===== config.mk =====
export PLATFORM = sky130hd
export DESIGN_NAME = dpTop
export DESIGN_NICKNAME = d
export VERILOG_FILES = /design/src/logic/dpDataPkg.sv /design/src/logic/dpCtrlPkg.sv /design/src/logic/dpTop.sv /design/src/logic/alu.sv /design/src/logic/regBank.sv /design/src/logic/addrSelect.sv
export VERILOG_INCLUDE_DIRS = /design/src /design/src/logic
export SDC_FILE = /design/constraint.sdc
export NUM_CORES = 1
export LEC_CHECK = 0
export BUFFER_PORTS_ARGS = -buffer_cell sky130_fd_sc_hd__buf_2
export CAP_MARGIN = 20
export CORE_MARGIN = 2
export CORE_UTILIZATION = 30
export CTS_BUF_LIST = sky130_fd_sc_hd__clkbuf_4 sky130_fd_sc_hd__clkbuf_8 sky130_fd_sc_hd__clkbuf_16
export DETAILED_ROUTE_END_ITERATION = 12
export GPL_TIMING_DRIVEN = 0
export HOLD_SLACK_MARGIN = 0.02
export RECOVER_POWER = 100
export SLEW_MARGIN = 20
export SYNTH_ARGS = -nofsm -noshare
export SYNTH_HDL_FRONTEND = slang
export SYNTH_SLANG_ARGS = --single-unit

===== constraint.sdc =====
create_clock -name clock50 -period 8.2 [get_ports clock50]
set_input_delay 1.23 -clock clock50 [delete_from_list [all_inputs] [get_ports clock50]]
set_output_delay 1.23 -clock clock50 [all_outputs]
set_load 0.1 [all_outputs]

===== src/logic/dpSettings.svh =====
/*
 * Datapath settings
 * Word width, register file size and IR field positions
 */
`ifndef DP_SETTINGS_SVH
`define DP_SETTINGS_SVH

// ----------------------------------------------------------
// Data word
// ----------------------------------------------------------
`define DP_WORD_W 32

// ----------------------------------------------------------
// Register file
// ----------------------------------------------------------
`define DP_REG_COUNT 8
// Enough bits to name every register
`define DP_ADDR_W 3

// ----------------------------------------------------------
// Instruction register fields, lowest bit of each
// ----------------------------------------------------------
// Source 1 feeds bus A
`define DP_RS1_LSB 14
// Source 2 feeds bus B
`define DP_RS2_LSB 0
// Destination for port C
`define DP_RD_LSB 25

`endif

===== src/logic/dpDataPkg.sv =====
/*
 * Data-side types of the datapath
 * Bus words, ALU operation codes and ALU flags
 */
`include "dpSettings.svh"

package dpDataPkg;

	// Word carried on every bus
	typedef logic [`DP_WORD_W-1:0] word_t;

	// ----------------------------------------------------------
	// ALU operations
	// ----------------------------------------------------------
	// Full 3-bit code space is used
	typedef enum logic [2:0] {
		ADD   = 3'd0,
		SUB   = 3'd1,
		AND   = 3'd2,
		OR    = 3'd3,
		XOR   = 3'd4,
		PASSA = 3'd5,
		PASSB = 3'd6,
		NOTA  = 3'd7
	} aluOp_t;

	// Flags, active high
	typedef struct packed {
		logic overflow;
		logic carry;
		logic negative;
		logic zero;
	} aluFlags_t;

endpackage


===== src/logic/dpCtrlPkg.sv =====
/*
 * Control-side types of the datapath
 * Register addresses, register names and the micro-operation word
 */
`include "dpSettings.svh"

package dpCtrlPkg;

	// Register address, one of eight
	typedef logic [`DP_ADDR_W-1:0] regAddr_t;

	// ----------------------------------------------------------
	// Register names
	// ----------------------------------------------------------
	localparam regAddr_t R0    = 3'd0;
	localparam regAddr_t R1    = 3'd1;
	localparam regAddr_t R2    = 3'd2;
	localparam regAddr_t R3    = 3'd3;
	localparam regAddr_t RS    = 3'd4;
	localparam regAddr_t PC    = 3'd5;
	localparam regAddr_t IR    = 3'd6;
	localparam regAddr_t TEMP0 = 3'd7;

	// ----------------------------------------------------------
	// Micro-operation, one per cycle
	// ----------------------------------------------------------
	typedef struct packed {
		// Bus A source, rs1 field when set
		logic                 aFromIr;
		regAddr_t             aAddr;
		// Bus B source, rs2 field when set
		logic                 bFromIr;
		regAddr_t             bAddr;
		// Write target, rd field when set
		logic                 cFromIr;
		regAddr_t             cAddr;
		logic                 wrEn;
		// Clear port, beats a write to the same register
		logic                 clrEn;
		regAddr_t             clrAddr;
		dpDataPkg::aluOp_t    aluOp;
	} microOp_t;

endpackage


===== src/logic/dpTop.sv =====
/*
 * Datapath top level
 * Address selection, register bank and ALU
 */
`timescale 1ns/1ps

module dpTop (
	input  logic                 clock50,
	input  logic                 rstN,
	input  dpCtrlPkg::microOp_t  uop,
	input  dpDataPkg::word_t     wrData,
	output dpDataPkg::word_t     busA,
	output dpDataPkg::word_t     busB,
	output dpDataPkg::word_t     irWord,
	output dpDataPkg::word_t     aluResult,
	output dpDataPkg::aluFlags_t flags
);

	// Resolved register addresses
	dpCtrlPkg::regAddr_t aAddr;
	dpCtrlPkg::regAddr_t bAddr;
	dpCtrlPkg::regAddr_t cAddr;

	// ----------------------------------------------------------
	// Address selection
	// ----------------------------------------------------------
	// Indirect addresses use the IR as currently stored
	addrSelect i_addrSelect (
		.uop    (uop),
		.irWord (irWord),
		.aAddr  (aAddr),
		.bAddr  (bAddr),
		.cAddr  (cAddr)
	);

	// ----------------------------------------------------------
	// Register bank
	// ----------------------------------------------------------
	regBank i_regBank (
		.clock50 (clock50),
		.rstN    (rstN),
		.aAddr   (aAddr),
		.bAddr   (bAddr),
		.cAddr   (cAddr),
		.wrEn    (uop.wrEn),
		.clrEn   (uop.clrEn),
		.clrAddr (uop.clrAddr),
		.wrData  (wrData),
		.busA    (busA),
		.busB    (busB),
		.irWord  (irWord)
	);

	// ----------------------------------------------------------
	// ALU
	// ----------------------------------------------------------
	// Operates on the two read buses
	alu i_alu (
		.a      (busA),
		.b      (busB),
		.op     (uop.aluOp),
		.result (aluResult),
		.flags  (flags)
	);

endmodule


===== src/logic/alu.sv =====
/*
 * Combinational ALU
 * Eight operations on buses A and B, with overflow, carry, negative and zero
 */
`timescale 1ns/1ps
`include "dpSettings.svh"

module alu (
	input  dpDataPkg::word_t     a,
	input  dpDataPkg::word_t     b,
	input  dpDataPkg::aluOp_t    op,
	output dpDataPkg::word_t     result,
	output dpDataPkg::aluFlags_t flags
);

	// Sign bit position
	localparam int MsB = `DP_WORD_W - 1;

	// Subtract is A + ~B + 1 through the same adder
	logic                 isSub;
	logic                 isArith;
	dpDataPkg::word_t     bOperand;
	logic [`DP_WORD_W:0]  sum;

	// ----------------------------------------------------------
	// Shared adder
	// ----------------------------------------------------------
	always_comb begin
		isSub = (op == dpDataPkg::SUB);
		isArith = (op == dpDataPkg::ADD) || isSub;
		bOperand = isSub ? ~b : b;
		// Extra top bit holds the carry out
		sum = {1'b0, a} + {1'b0, bOperand} + {{`DP_WORD_W{1'b0}}, isSub};
	end

	// ----------------------------------------------------------
	// Result select
	// ----------------------------------------------------------
	always_comb begin
		result = '0;
		case (op)
			dpDataPkg::ADD:   result = sum[MsB:0];
			dpDataPkg::SUB:   result = sum[MsB:0];
			dpDataPkg::AND:   result = a & b;
			dpDataPkg::OR:    result = a | b;
			dpDataPkg::XOR:   result = a ^ b;
			dpDataPkg::PASSA: result = a;
			dpDataPkg::PASSB: result = b;
			// All ones out of reset
			dpDataPkg::NOTA:  result = ~a;
		endcase
	end

	// ----------------------------------------------------------
	// Flags
	// ----------------------------------------------------------
	always_comb begin
		// Follow the result for every op
		flags.zero = (result == '0);
		flags.negative = result[MsB];
		// Carry out of the adder, no borrow inversion on SUB
		flags.carry = isArith & sum[`DP_WORD_W];
		// Same-sign operands giving an opposite-sign sum
		flags.overflow = isArith & (a[MsB] == bOperand[MsB]) & (sum[MsB] != a[MsB]);
	end

	// ----------------------------------------------------------
	// Checks
	// ----------------------------------------------------------
	// Op code must be one of the eight defined encodings
	always_comb begin
		assert final (!$isunknown(op) && (op inside {dpDataPkg::ADD, dpDataPkg::SUB,
			dpDataPkg::AND, dpDataPkg::OR, dpDataPkg::XOR, dpDataPkg::PASSA,
			dpDataPkg::PASSB, dpDataPkg::NOTA}))
			else $error("alu: illegal operation code");
	end

endmodule


===== src/logic/regBank.sv =====
/*
 * Eight-register bank
 * One write port, one clear port and two read buses
 */
`timescale 1ns/1ps
`include "dpSettings.svh"

module regBank (
	input  logic                clock50,
	input  logic                rstN,
	input  dpCtrlPkg::regAddr_t aAddr,
	input  dpCtrlPkg::regAddr_t bAddr,
	input  dpCtrlPkg::regAddr_t cAddr,
	input  logic                wrEn,
	input  logic                clrEn,
	input  dpCtrlPkg::regAddr_t clrAddr,
	input  dpDataPkg::word_t    wrData,
	output dpDataPkg::word_t    busA,
	output dpDataPkg::word_t    busB,
	output dpDataPkg::word_t    irWord
);

	// r0..r3, rs, pc, ir, temp0
	dpDataPkg::word_t regs [`DP_REG_COUNT];

	// One-hot enables, one bit per register
	logic [`DP_REG_COUNT-1:0] wrSel;
	logic [`DP_REG_COUNT-1:0] clrSel;

	// ----------------------------------------------------------
	// Enable decode
	// ----------------------------------------------------------
	always_comb begin
		wrSel = '0;
		clrSel = '0;
		wrSel[cAddr] = wrEn;
		clrSel[clrAddr] = clrEn;
	end

	// ----------------------------------------------------------
	// Register update
	// ----------------------------------------------------------
	always_ff @(posedge clock50 or negedge rstN) begin
		if (!rstN) begin
			for (int i = 0; i < `DP_REG_COUNT; i++) begin
				regs[i] <= '0;
			end
		end else begin
			for (int i = 0; i < `DP_REG_COUNT; i++) begin
				// Clear first, write only when not cleared
				if (clrSel[i]) begin
					regs[i] <= '0;
				end else if (wrSel[i]) begin
					regs[i] <= wrData;
				end
			end
		end
	end

	// ----------------------------------------------------------
	// Read side
	// ----------------------------------------------------------
	// Buses follow the stored state in the same cycle
	assign busA = regs[aAddr];
	assign busB = regs[bAddr];

	// IR goes straight out for field decode
	assign irWord = regs[dpCtrlPkg::IR];

	// ----------------------------------------------------------
	// Checks
	// ----------------------------------------------------------
	// Cleared register reads zero one cycle later, whatever the write port did
	clearTakes: assert property (
		@(posedge clock50) disable iff (!rstN)
		clrEn |=> (regs[$past(clrAddr)] == '0)
	) else $error("regBank: register not zero after clear");

endmodule


===== src/logic/addrSelect.sv =====
/*
 * Register address selection
 * Picks the A, B and C addresses from microcode or IR fields
 */
`timescale 1ns/1ps
`include "dpSettings.svh"

module addrSelect (
	input  dpCtrlPkg::microOp_t uop,
	input  dpDataPkg::word_t    irWord,
	output dpCtrlPkg::regAddr_t aAddr,
	output dpCtrlPkg::regAddr_t bAddr,
	output dpCtrlPkg::regAddr_t cAddr
);

	// ----------------------------------------------------------
	// IR fields
	// ----------------------------------------------------------
	// Only the low address bits of each 5-bit field
	dpCtrlPkg::regAddr_t rs1Field;
	dpCtrlPkg::regAddr_t rs2Field;
	dpCtrlPkg::regAddr_t rdField;

	assign rs1Field = irWord[`DP_RS1_LSB +: `DP_ADDR_W];
	assign rs2Field = irWord[`DP_RS2_LSB +: `DP_ADDR_W];
	assign rdField  = irWord[`DP_RD_LSB +: `DP_ADDR_W];

	// ----------------------------------------------------------
	// Address muxes
	// ----------------------------------------------------------
	// Bus A
	assign aAddr = uop.aFromIr ? rs1Field : uop.aAddr;
	// Bus B
	assign bAddr = uop.bFromIr ? rs2Field : uop.bAddr;
	// Write port
	assign cAddr = uop.cFromIr ? rdField : uop.cAddr;

	// ----------------------------------------------------------
	// Checks
	// ----------------------------------------------------------
	// Select bits must be driven from time zero on
	always_comb begin
		assert final (!$isunknown({uop.aFromIr, uop.bFromIr, uop.cFromIr}))
			else $error("addrSelect: unknown address select bit");
	end

endmodule


==> results of run 1 <==
synthesized netlist by cell type (all sizes together) (47+ instances only):
| cell type | number |
|---|---|
| ha | 90 |
| o21ai | 93 |
| mux4 | 51 |
| buf | 94 |
| nand3 | 74 |
| nand2 | 881 |
| a21oi | 345 |
| inv | 85 |
| dfrtp | 256 |
| xnor2 | 47 |
| clkbuf | 192 |
| mux2i | 50 |
| nor2 | 108 |
timing repair:
action / 4_1_cts / 5_1_grt
buffers inserted: 7 / 22
resized for setup: 97 / 55
hold buffers: 0 / 0
pin swaps: 3 / 6
setup endpoints to repair: 17 / 4
stage by stage:
stage          std cells  total power [uW]
6_report            4006              8770
3_3_place_gp        3922              7230
4_1_cts             3980              8640
3_5_place_dp        3924              7290
5_1_grt             4001              9170
2_1_floorplan       2832              5970
sequential cells by signal, indices dropped and copies added (netlist names):
signal            count
i_regBank.regs      224
i_regBank.irWord     32
how the worst min path moves through the flow:
stage / from / to / slack [ns] / cells after the start
floorplan: i_regBank.regs[10] / i_regBank.regs[10] / 0.51 / 2
global placement: i_regBank.regs[239] / i_regBank.regs[239] / 0.53 / 2
detailed placement: i_regBank.regs[239] / i_regBank.regs[239] / 0.53 / 2
CTS: i_regBank.regs[239] / i_regBank.regs[239] / 0.54 / 2
global route: i_regBank.regs[237] / i_regBank.regs[237] / 0.55 / 2
finish: i_regBank.regs[239] / i_regBank.regs[239] / 0.54 / 2
critical path, cell delays in order:
cell      delay [ns]
buf_2           0.17
mux2i_4         0.30
clkbuf_2        0.45
clkbuf_2        0.43
mux4_2          0.40
mux2i_4         0.28
xnor2_1         0.25
ha_4            0.29
a21o_1          0.18
a21o_1          0.20
a21oi_4         0.20
nand2_1         0.09
a211o_1         0.29
a21o_1          0.21
a41oi_4         0.27
mux2i_2         0.34
a221oi_4        0.13
nor4b_1         0.32
nand4_1         0.22
nor4_4          0.32
buf_6           0.26
routing by layer:
metal / up-vias / global-route usage [%] / routed length [microns]
li1: 10200 / - / -
met1: 11100 / 34.3 / 39900
met2: 1261 / 38.2 / 41500
met3: 225 / 5.15 / 9340
met4: 2 / 8.55 / 3540
met5: - / 0 / 11
cell families (layout without fill, tap and decap cells):
kind of cell               Yosys count  count (layout)  synth area share, %
and+or+nand+nor                   1220            1220                 23.9
DFF                                256             256                 30.1
buffers and inverters              373             599                 7.92
muxes                              105             105                 8.25
AOI/OAI and AO/OA                  734             734                 22.2
xor gates and xnor gates            52              52                 2.26
adders and majority gates           92              92                 5.39
other                                0               8                    0
final cells by class:
type | count | area, sq um | area share [%]
Multi-Input combinational cell | 2203 | 13800 | 55.1
Sequential cell | 256 | 6410 | 25.5
Clock buffer | 37 | 793 | 3.16
Clock inverter | 15 | 105 | 0.418
Timing Repair Buffer | 181 | 841 | 3.35
Buffer | 279 | 1560 | 6.19
Tap cell | 940 | 1180 | 4.68
Antenna cell | 8 | 20.0 | 0.0797
Inverter | 87 | 375 | 1.49
where the power goes:
group          internal [uW]  switching [uW]
clock                    685             565
sequential              1550             376
combinational           1530            4070
total                   3760            5010
==> impl_metrics.env, run 1 <==
export IMPL_outcome="complete, but fails checks"
export IMPL_violations="max-capacitance violations, max-slew violations"
export IMPL_grt_antenna_before_repair=10
export IMPL_antenna_left=0
export IMPL_numCtsBuffers=28
export IMPL_syn_area_per_cell_sq_um=7.51
export IMPL_rr_endpoint="i_regBank.irWord[15]"
export IMPL_netlist_instances=2832
export IMPL_ys_ff_latch=256
export IMPL_drt_wl_total_microns=94300
export IMPL_drive_gt1_share_pct=14.6
export IMPL_worstSkewPairLatency_ns=0.59
export IMPL_ir_worst_vdd_mv=0.280
export IMPL_grtUsageTotal_pct=24.8
export IMPL_critical_path_required_ns=6.97
export IMPL_setup_viol=0
export IMPL_clk_path_buf_depth=3
export IMPL_fp_coreArea_sq_um=70100
export IMPL_place_hpwl_microns=71500
export IMPL_grt_ovfl_total=0
export IMPL_rrSetupSlack_ns=5.20
export IMPL_final_min_clock_period_ns=8.08
export IMPL_fin_crit_sh_pct=98.6
export IMPL_r2r_cells=8
export IMPL_die_w_microns=270
export IMPL_grt_pass1_wl_microns=138000
export IMPL_cp_endpoint="flags[0]"
export IMPL_cts_reportedPaths_clkPinSlew_ns=0.06
export IMPL_fin_ws_ns=0.118
export IMPL_max_freq_mhz=124
export IMPL_grt_start_max_net_pins=95
export IMPL_final_cell_mix="nand2_1, a21oi_1, dfrtp_1"
export IMPL_final_common_cell="nand2_1"
export IMPL_crit_start="uop[13]"
export IMPL_row_count=97
export IMPL_synth_async_reset_ratio_pct=100
export IMPL_start_util_pct=30.3
export IMPL_final_setup_skew_ns=0.0324
export IMPL_grt_pass1_vias=21100
export IMPL_drt_initial_drc_count=2740
export IMPL_wl_per_cell_microns=23.5
export IMPL_drcViolationCount=0
export IMPL_endpoint_kind="primary output"
export IMPL_pre_cts_slack_ns=-1.50
export IMPL_maxCapViolCount=3
export IMPL_worstHoldPathType="flop to flop"
export IMPL_htreeDepth=1
export IMPL_synth_cell_area_sq_um=21300
export IMPL_critPathKind="primary input to primary output"
export IMPL_critPathArrivalTime_ns=6.85
export IMPL_synth_seq_area_share_pct=30.1
export IMPL_ys_types=103
export IMPL_setup_tns_ns=0
export IMPL_nets=3180
export IMPL_area_growth_pct=18.1
export IMPL_p_per_area_nw_per_um2=349
export IMPL_synth_largest_area_cell="dfrtp_1"
export IMPL_synth_area_leaders="dfrtp_1, nand2_1, a21oi_1"
export IMPL_cp_start_kind="primary input"
export IMPL_port_buffers=150
export IMPL_r2r_start="i_regBank.irWord[25]"
export IMPL_die_h_microns=270
export IMPL_boundaryPins=186
export IMPL_die_area_sq_um=73100
export IMPL_final_cell_area_sq_um=25100
export IMPL_clockRootBuffer="clkbuf_16"
export IMPL_total_leakage_power_uw=0.0105
export IMPL_critPathMaxFanout=10
export IMPL_drv_slew=261
export IMPL_max_slew_margin_rel_pct=-164
export IMPL_vias_per_cell=5.68
export IMPL_globalplace_congestion=0.964
export IMPL_cts_tree="yes"
export IMPL_synth_edf_count=0
export IMPL_ys_warn_count=0
export IMPL_placed_area_sq_um=23700
export IMPL_worst_pin_slew_ns=3.95
export IMPL_fill_cells=7529
export IMPL_holdWs_ns=0.541
export IMPL_vias=22800
export IMPL_clock_sinks=256
export IMPL_first_pass_iters=8
export IMPL_synthFlopType="dfrtp_1"
export IMPL_finalHoldViolations=0
export IMPL_fin_util_pct=35.8
export IMPL_yosysTopAreaCellShare_pct=30.1
export IMPL_syn_nets=2976
(Power assumes the default switching activity.)
==> inputs of run 2 (changes only) <==
BUFFER_PORTS_ARGS = not set   (was -buffer_cell sky130_fd_sc_hd__buf_2)
DONT_BUFFER_PORTS = 1   (was not set)
==> run 2 against run 1 <==
Net effect:
- the run now ends clean
- hold slack worse by 0.18 ns
- sequential cell count stayed put
- combinational power is 9.3% higher
- routed wire length is 1.9% higher
- first-iteration DRC count is 8.8% higher
- critical path depth is 2 lower
- register-to-register slack worse by 0.02 ns
- via count is 1.2% lower
- clock skew is 0.014 ns higher
- largest cell class unchanged
==> impl_metrics.env, run 2 (synthesized netlist as in run 1, its figures left out) <==
export IMPL_cts_tree="yes"
export IMPL_final_min_clock_period_ns=8.07
export IMPL_pre_cts_slack_ns=-1.85
export IMPL_seqPwrFrac_pct=20.2
export IMPL_setup_tns_ns=0
export IMPL_final_cell_mix="nand2_1, a21oi_1, dfrtp_1"
export IMPL_final_setup_skew_ns=0.0460
export IMPL_final_common_cell="nand2_1"
export IMPL_max_slew_margin_rel_pct=11.7
export IMPL_p_sw_uw=5210
export IMPL_finalHoldViolations=0
export IMPL_drt_wl_total_microns=96100
export IMPL_numCtsBuffers=28
export IMPL_pwr_share_comb_pct=64.4
export IMPL_cpMaxStageDelayCell="or4b_4"
export IMPL_grt_start_max_net_pins=257
export IMPL_worstSkewPairLatency_ns=0.61
export IMPL_fin_ws_ns=0.131
export IMPL_start_util_pct=30.3
export IMPL_boundaryPins=186
export IMPL_critPathMaxFanout=7
export IMPL_total_leakage_power_uw=0.0107
export IMPL_fin_crit_sh_pct=98.4
export IMPL_antenna_left=0
export IMPL_path_cells="buf_6, buf_8, mux2i_4, buf_8, buf_12, mux4_2, mux2i_4, clkinvlp_4, ha_4, o21a_1, mux4_2, a41oi_2, nand3_4, or4b_4, nor4_4, and4_4, nand4_1, nor4_4, buf_8"
export IMPL_p_per_area_nw_per_um2=360
export IMPL_grt_antenna_before_repair=6
export IMPL_grt_ovfl_total=0
export IMPL_drv_slew=0
export IMPL_holdWs_ns=0.366
export IMPL_grt_pass1_vias=20900
export IMPL_drive_gt1_share_pct=17.8
export IMPL_die_area_sq_um=73100
export IMPL_stdcell_count=3918
export IMPL_area_growth_pct=24.0
export IMPL_swShare_pct=54.9
export IMPL_critPathArrivalTime_ns=6.84
export IMPL_maxCapViolCount=0
export IMPL_largest_reg_flops=224
export IMPL_critPathKind="primary input to primary output"
export IMPL_drcViolationCount=0
export IMPL_clk_path_buf_depth=3
export IMPL_fp_coreArea_sq_um=70100
export IMPL_grt_pass1_wl_microns=140000
export IMPL_clockRootBuffer="clkbuf_16"
export IMPL_die_h_microns=270
export IMPL_largest_register="i_regBank.regs"
export IMPL_critical_path_required_ns=6.97
export IMPL_cp_start_kind="primary input"
export IMPL_endpoint_kind="primary output"
export IMPL_clock_sinks=256
export IMPL_setup_viol=0
export IMPL_cts_reportedPaths_clkPinSlew_ns=0.07
export IMPL_row_count=97
export IMPL_first_pass_iters=5
export IMPL_wl_per_cell_microns=24.5
export IMPL_vias=22500
export IMPL_max_freq_mhz=124
export IMPL_cpMostUsedCell="buf_8"
export IMPL_vias_per_cell=5.74
export IMPL_place_hpwl_microns=70900
export IMPL_worst_pin_slew_ns=1.33
export IMPL_fin_util_pct=37.6
export IMPL_max_stage_delay_ns=0.66
export IMPL_globalplace_congestion=0.960
export IMPL_ir_worst_vdd_mv=0.241
export IMPL_port_buffers=0
export IMPL_placed_cells=3791
export IMPL_outcome="complete, no violations"
export IMPL_nets=3096
export IMPL_intPower_uw=4280
export IMPL_power_frac_clock_pct=15.5
export IMPL_htreeDepth=1
export IMPL_grtUsageTotal_pct=25.2
export IMPL_die_w_microns=270
export IMPL_worstHoldPathType="primary input to async pin"
export IMPL_drt_initial_drc_count=2982
run 2: through the flow:
| step | total power (uW) | cell area (sq um) |
|---|---|---|
| after global routing | 9880 | 26400 |
| after detailed placement | 7320 | 23400 |
| after CTS | 9090 | 25400 |
| final | 9490 | 26400 |
| after global placement | 7020 | 22900 |
| after floorplan | 5970 | 21700 |
run 2: path summary, 6_finish.rpt:
kind / to / cells after the start / from / slack, ns
worst max-delay path: flags[0] / 19 / uop[15] / 0.13
worst min-delay path: i_regBank.irWord[1] / 0 / rstN / 0.37
worst max register to register: i_regBank.irWord[13] / 8 / i_regBank.irWord[25] / 5.18
worst min register to register: i_regBank.regs[135] / 2 / i_regBank.regs[135] / 0.54
max in group asynchronous: i_regBank.regs[177] / 0 / rstN / 7.25
min in group clock50: i_regBank.regs[135] / 2 / i_regBank.regs[135] / 0.54
run 2: cell type report:
| type | instances | area, sq um |
|---|---|---|
| well taps | 940 | 1180 |
| fillers | 7348 | 43800 |
| diodes | 4 | 10.0 |
| plain buffers | 272 | 1660 |
| multi-input cells | 2203 | 14600 |
| clock inverters | 15 | 265 |
| repair buffers | 104 | 1060 |
| inverters | 87 | 427 |
| clock buffers | 37 | 787 |
| flip-flops and latches | 256 | 6410 |
run 2: timing repair:
| item | 4_1_cts | 5_1_grt |
|---|---|---|
| pin swaps | 30 | 47 |
| hold buffers | 0 | 0 |
| gates cloned | 0 | 4 |
| setup buffers | 25 | 54 |
| gates resized for setup | 177 | 138 |
| setup endpoints to repair | 17 | 5 |
run 2: power by group through the flow:
stage	Clock [uW]	Sequential [uW]	Combinational, uW
2_1_floorplan	0	1750	4230
4_1_cts	1470	1890	5730
6_report	1470	1910	6110
5_1_grt	1510	1940	6430
3_5_place_dp	0	1910	5410
3_3_place_gp	0	1900	5120
run 2: routing by layer:
layer,up-vias,GRT usage [%],part of all wire (%)
met5,-,0,0.019
met4,2,7.55,3.5
met1,10900,34.3,40
li1,10000,-,-
met2,1367,38.9,45
met3,197,6.67,12
run 2: worst max-delay path: cells and delay by family:
kind	cells	cell delay (ns)
AND/OR/NAND/NOR	6	1.93
multiplexers	4	1.53
buffers and inverters	6	1.33
adder cells (fa/ha/maj)	1	0.40
AO/OA/AOI/OAI	2	0.38
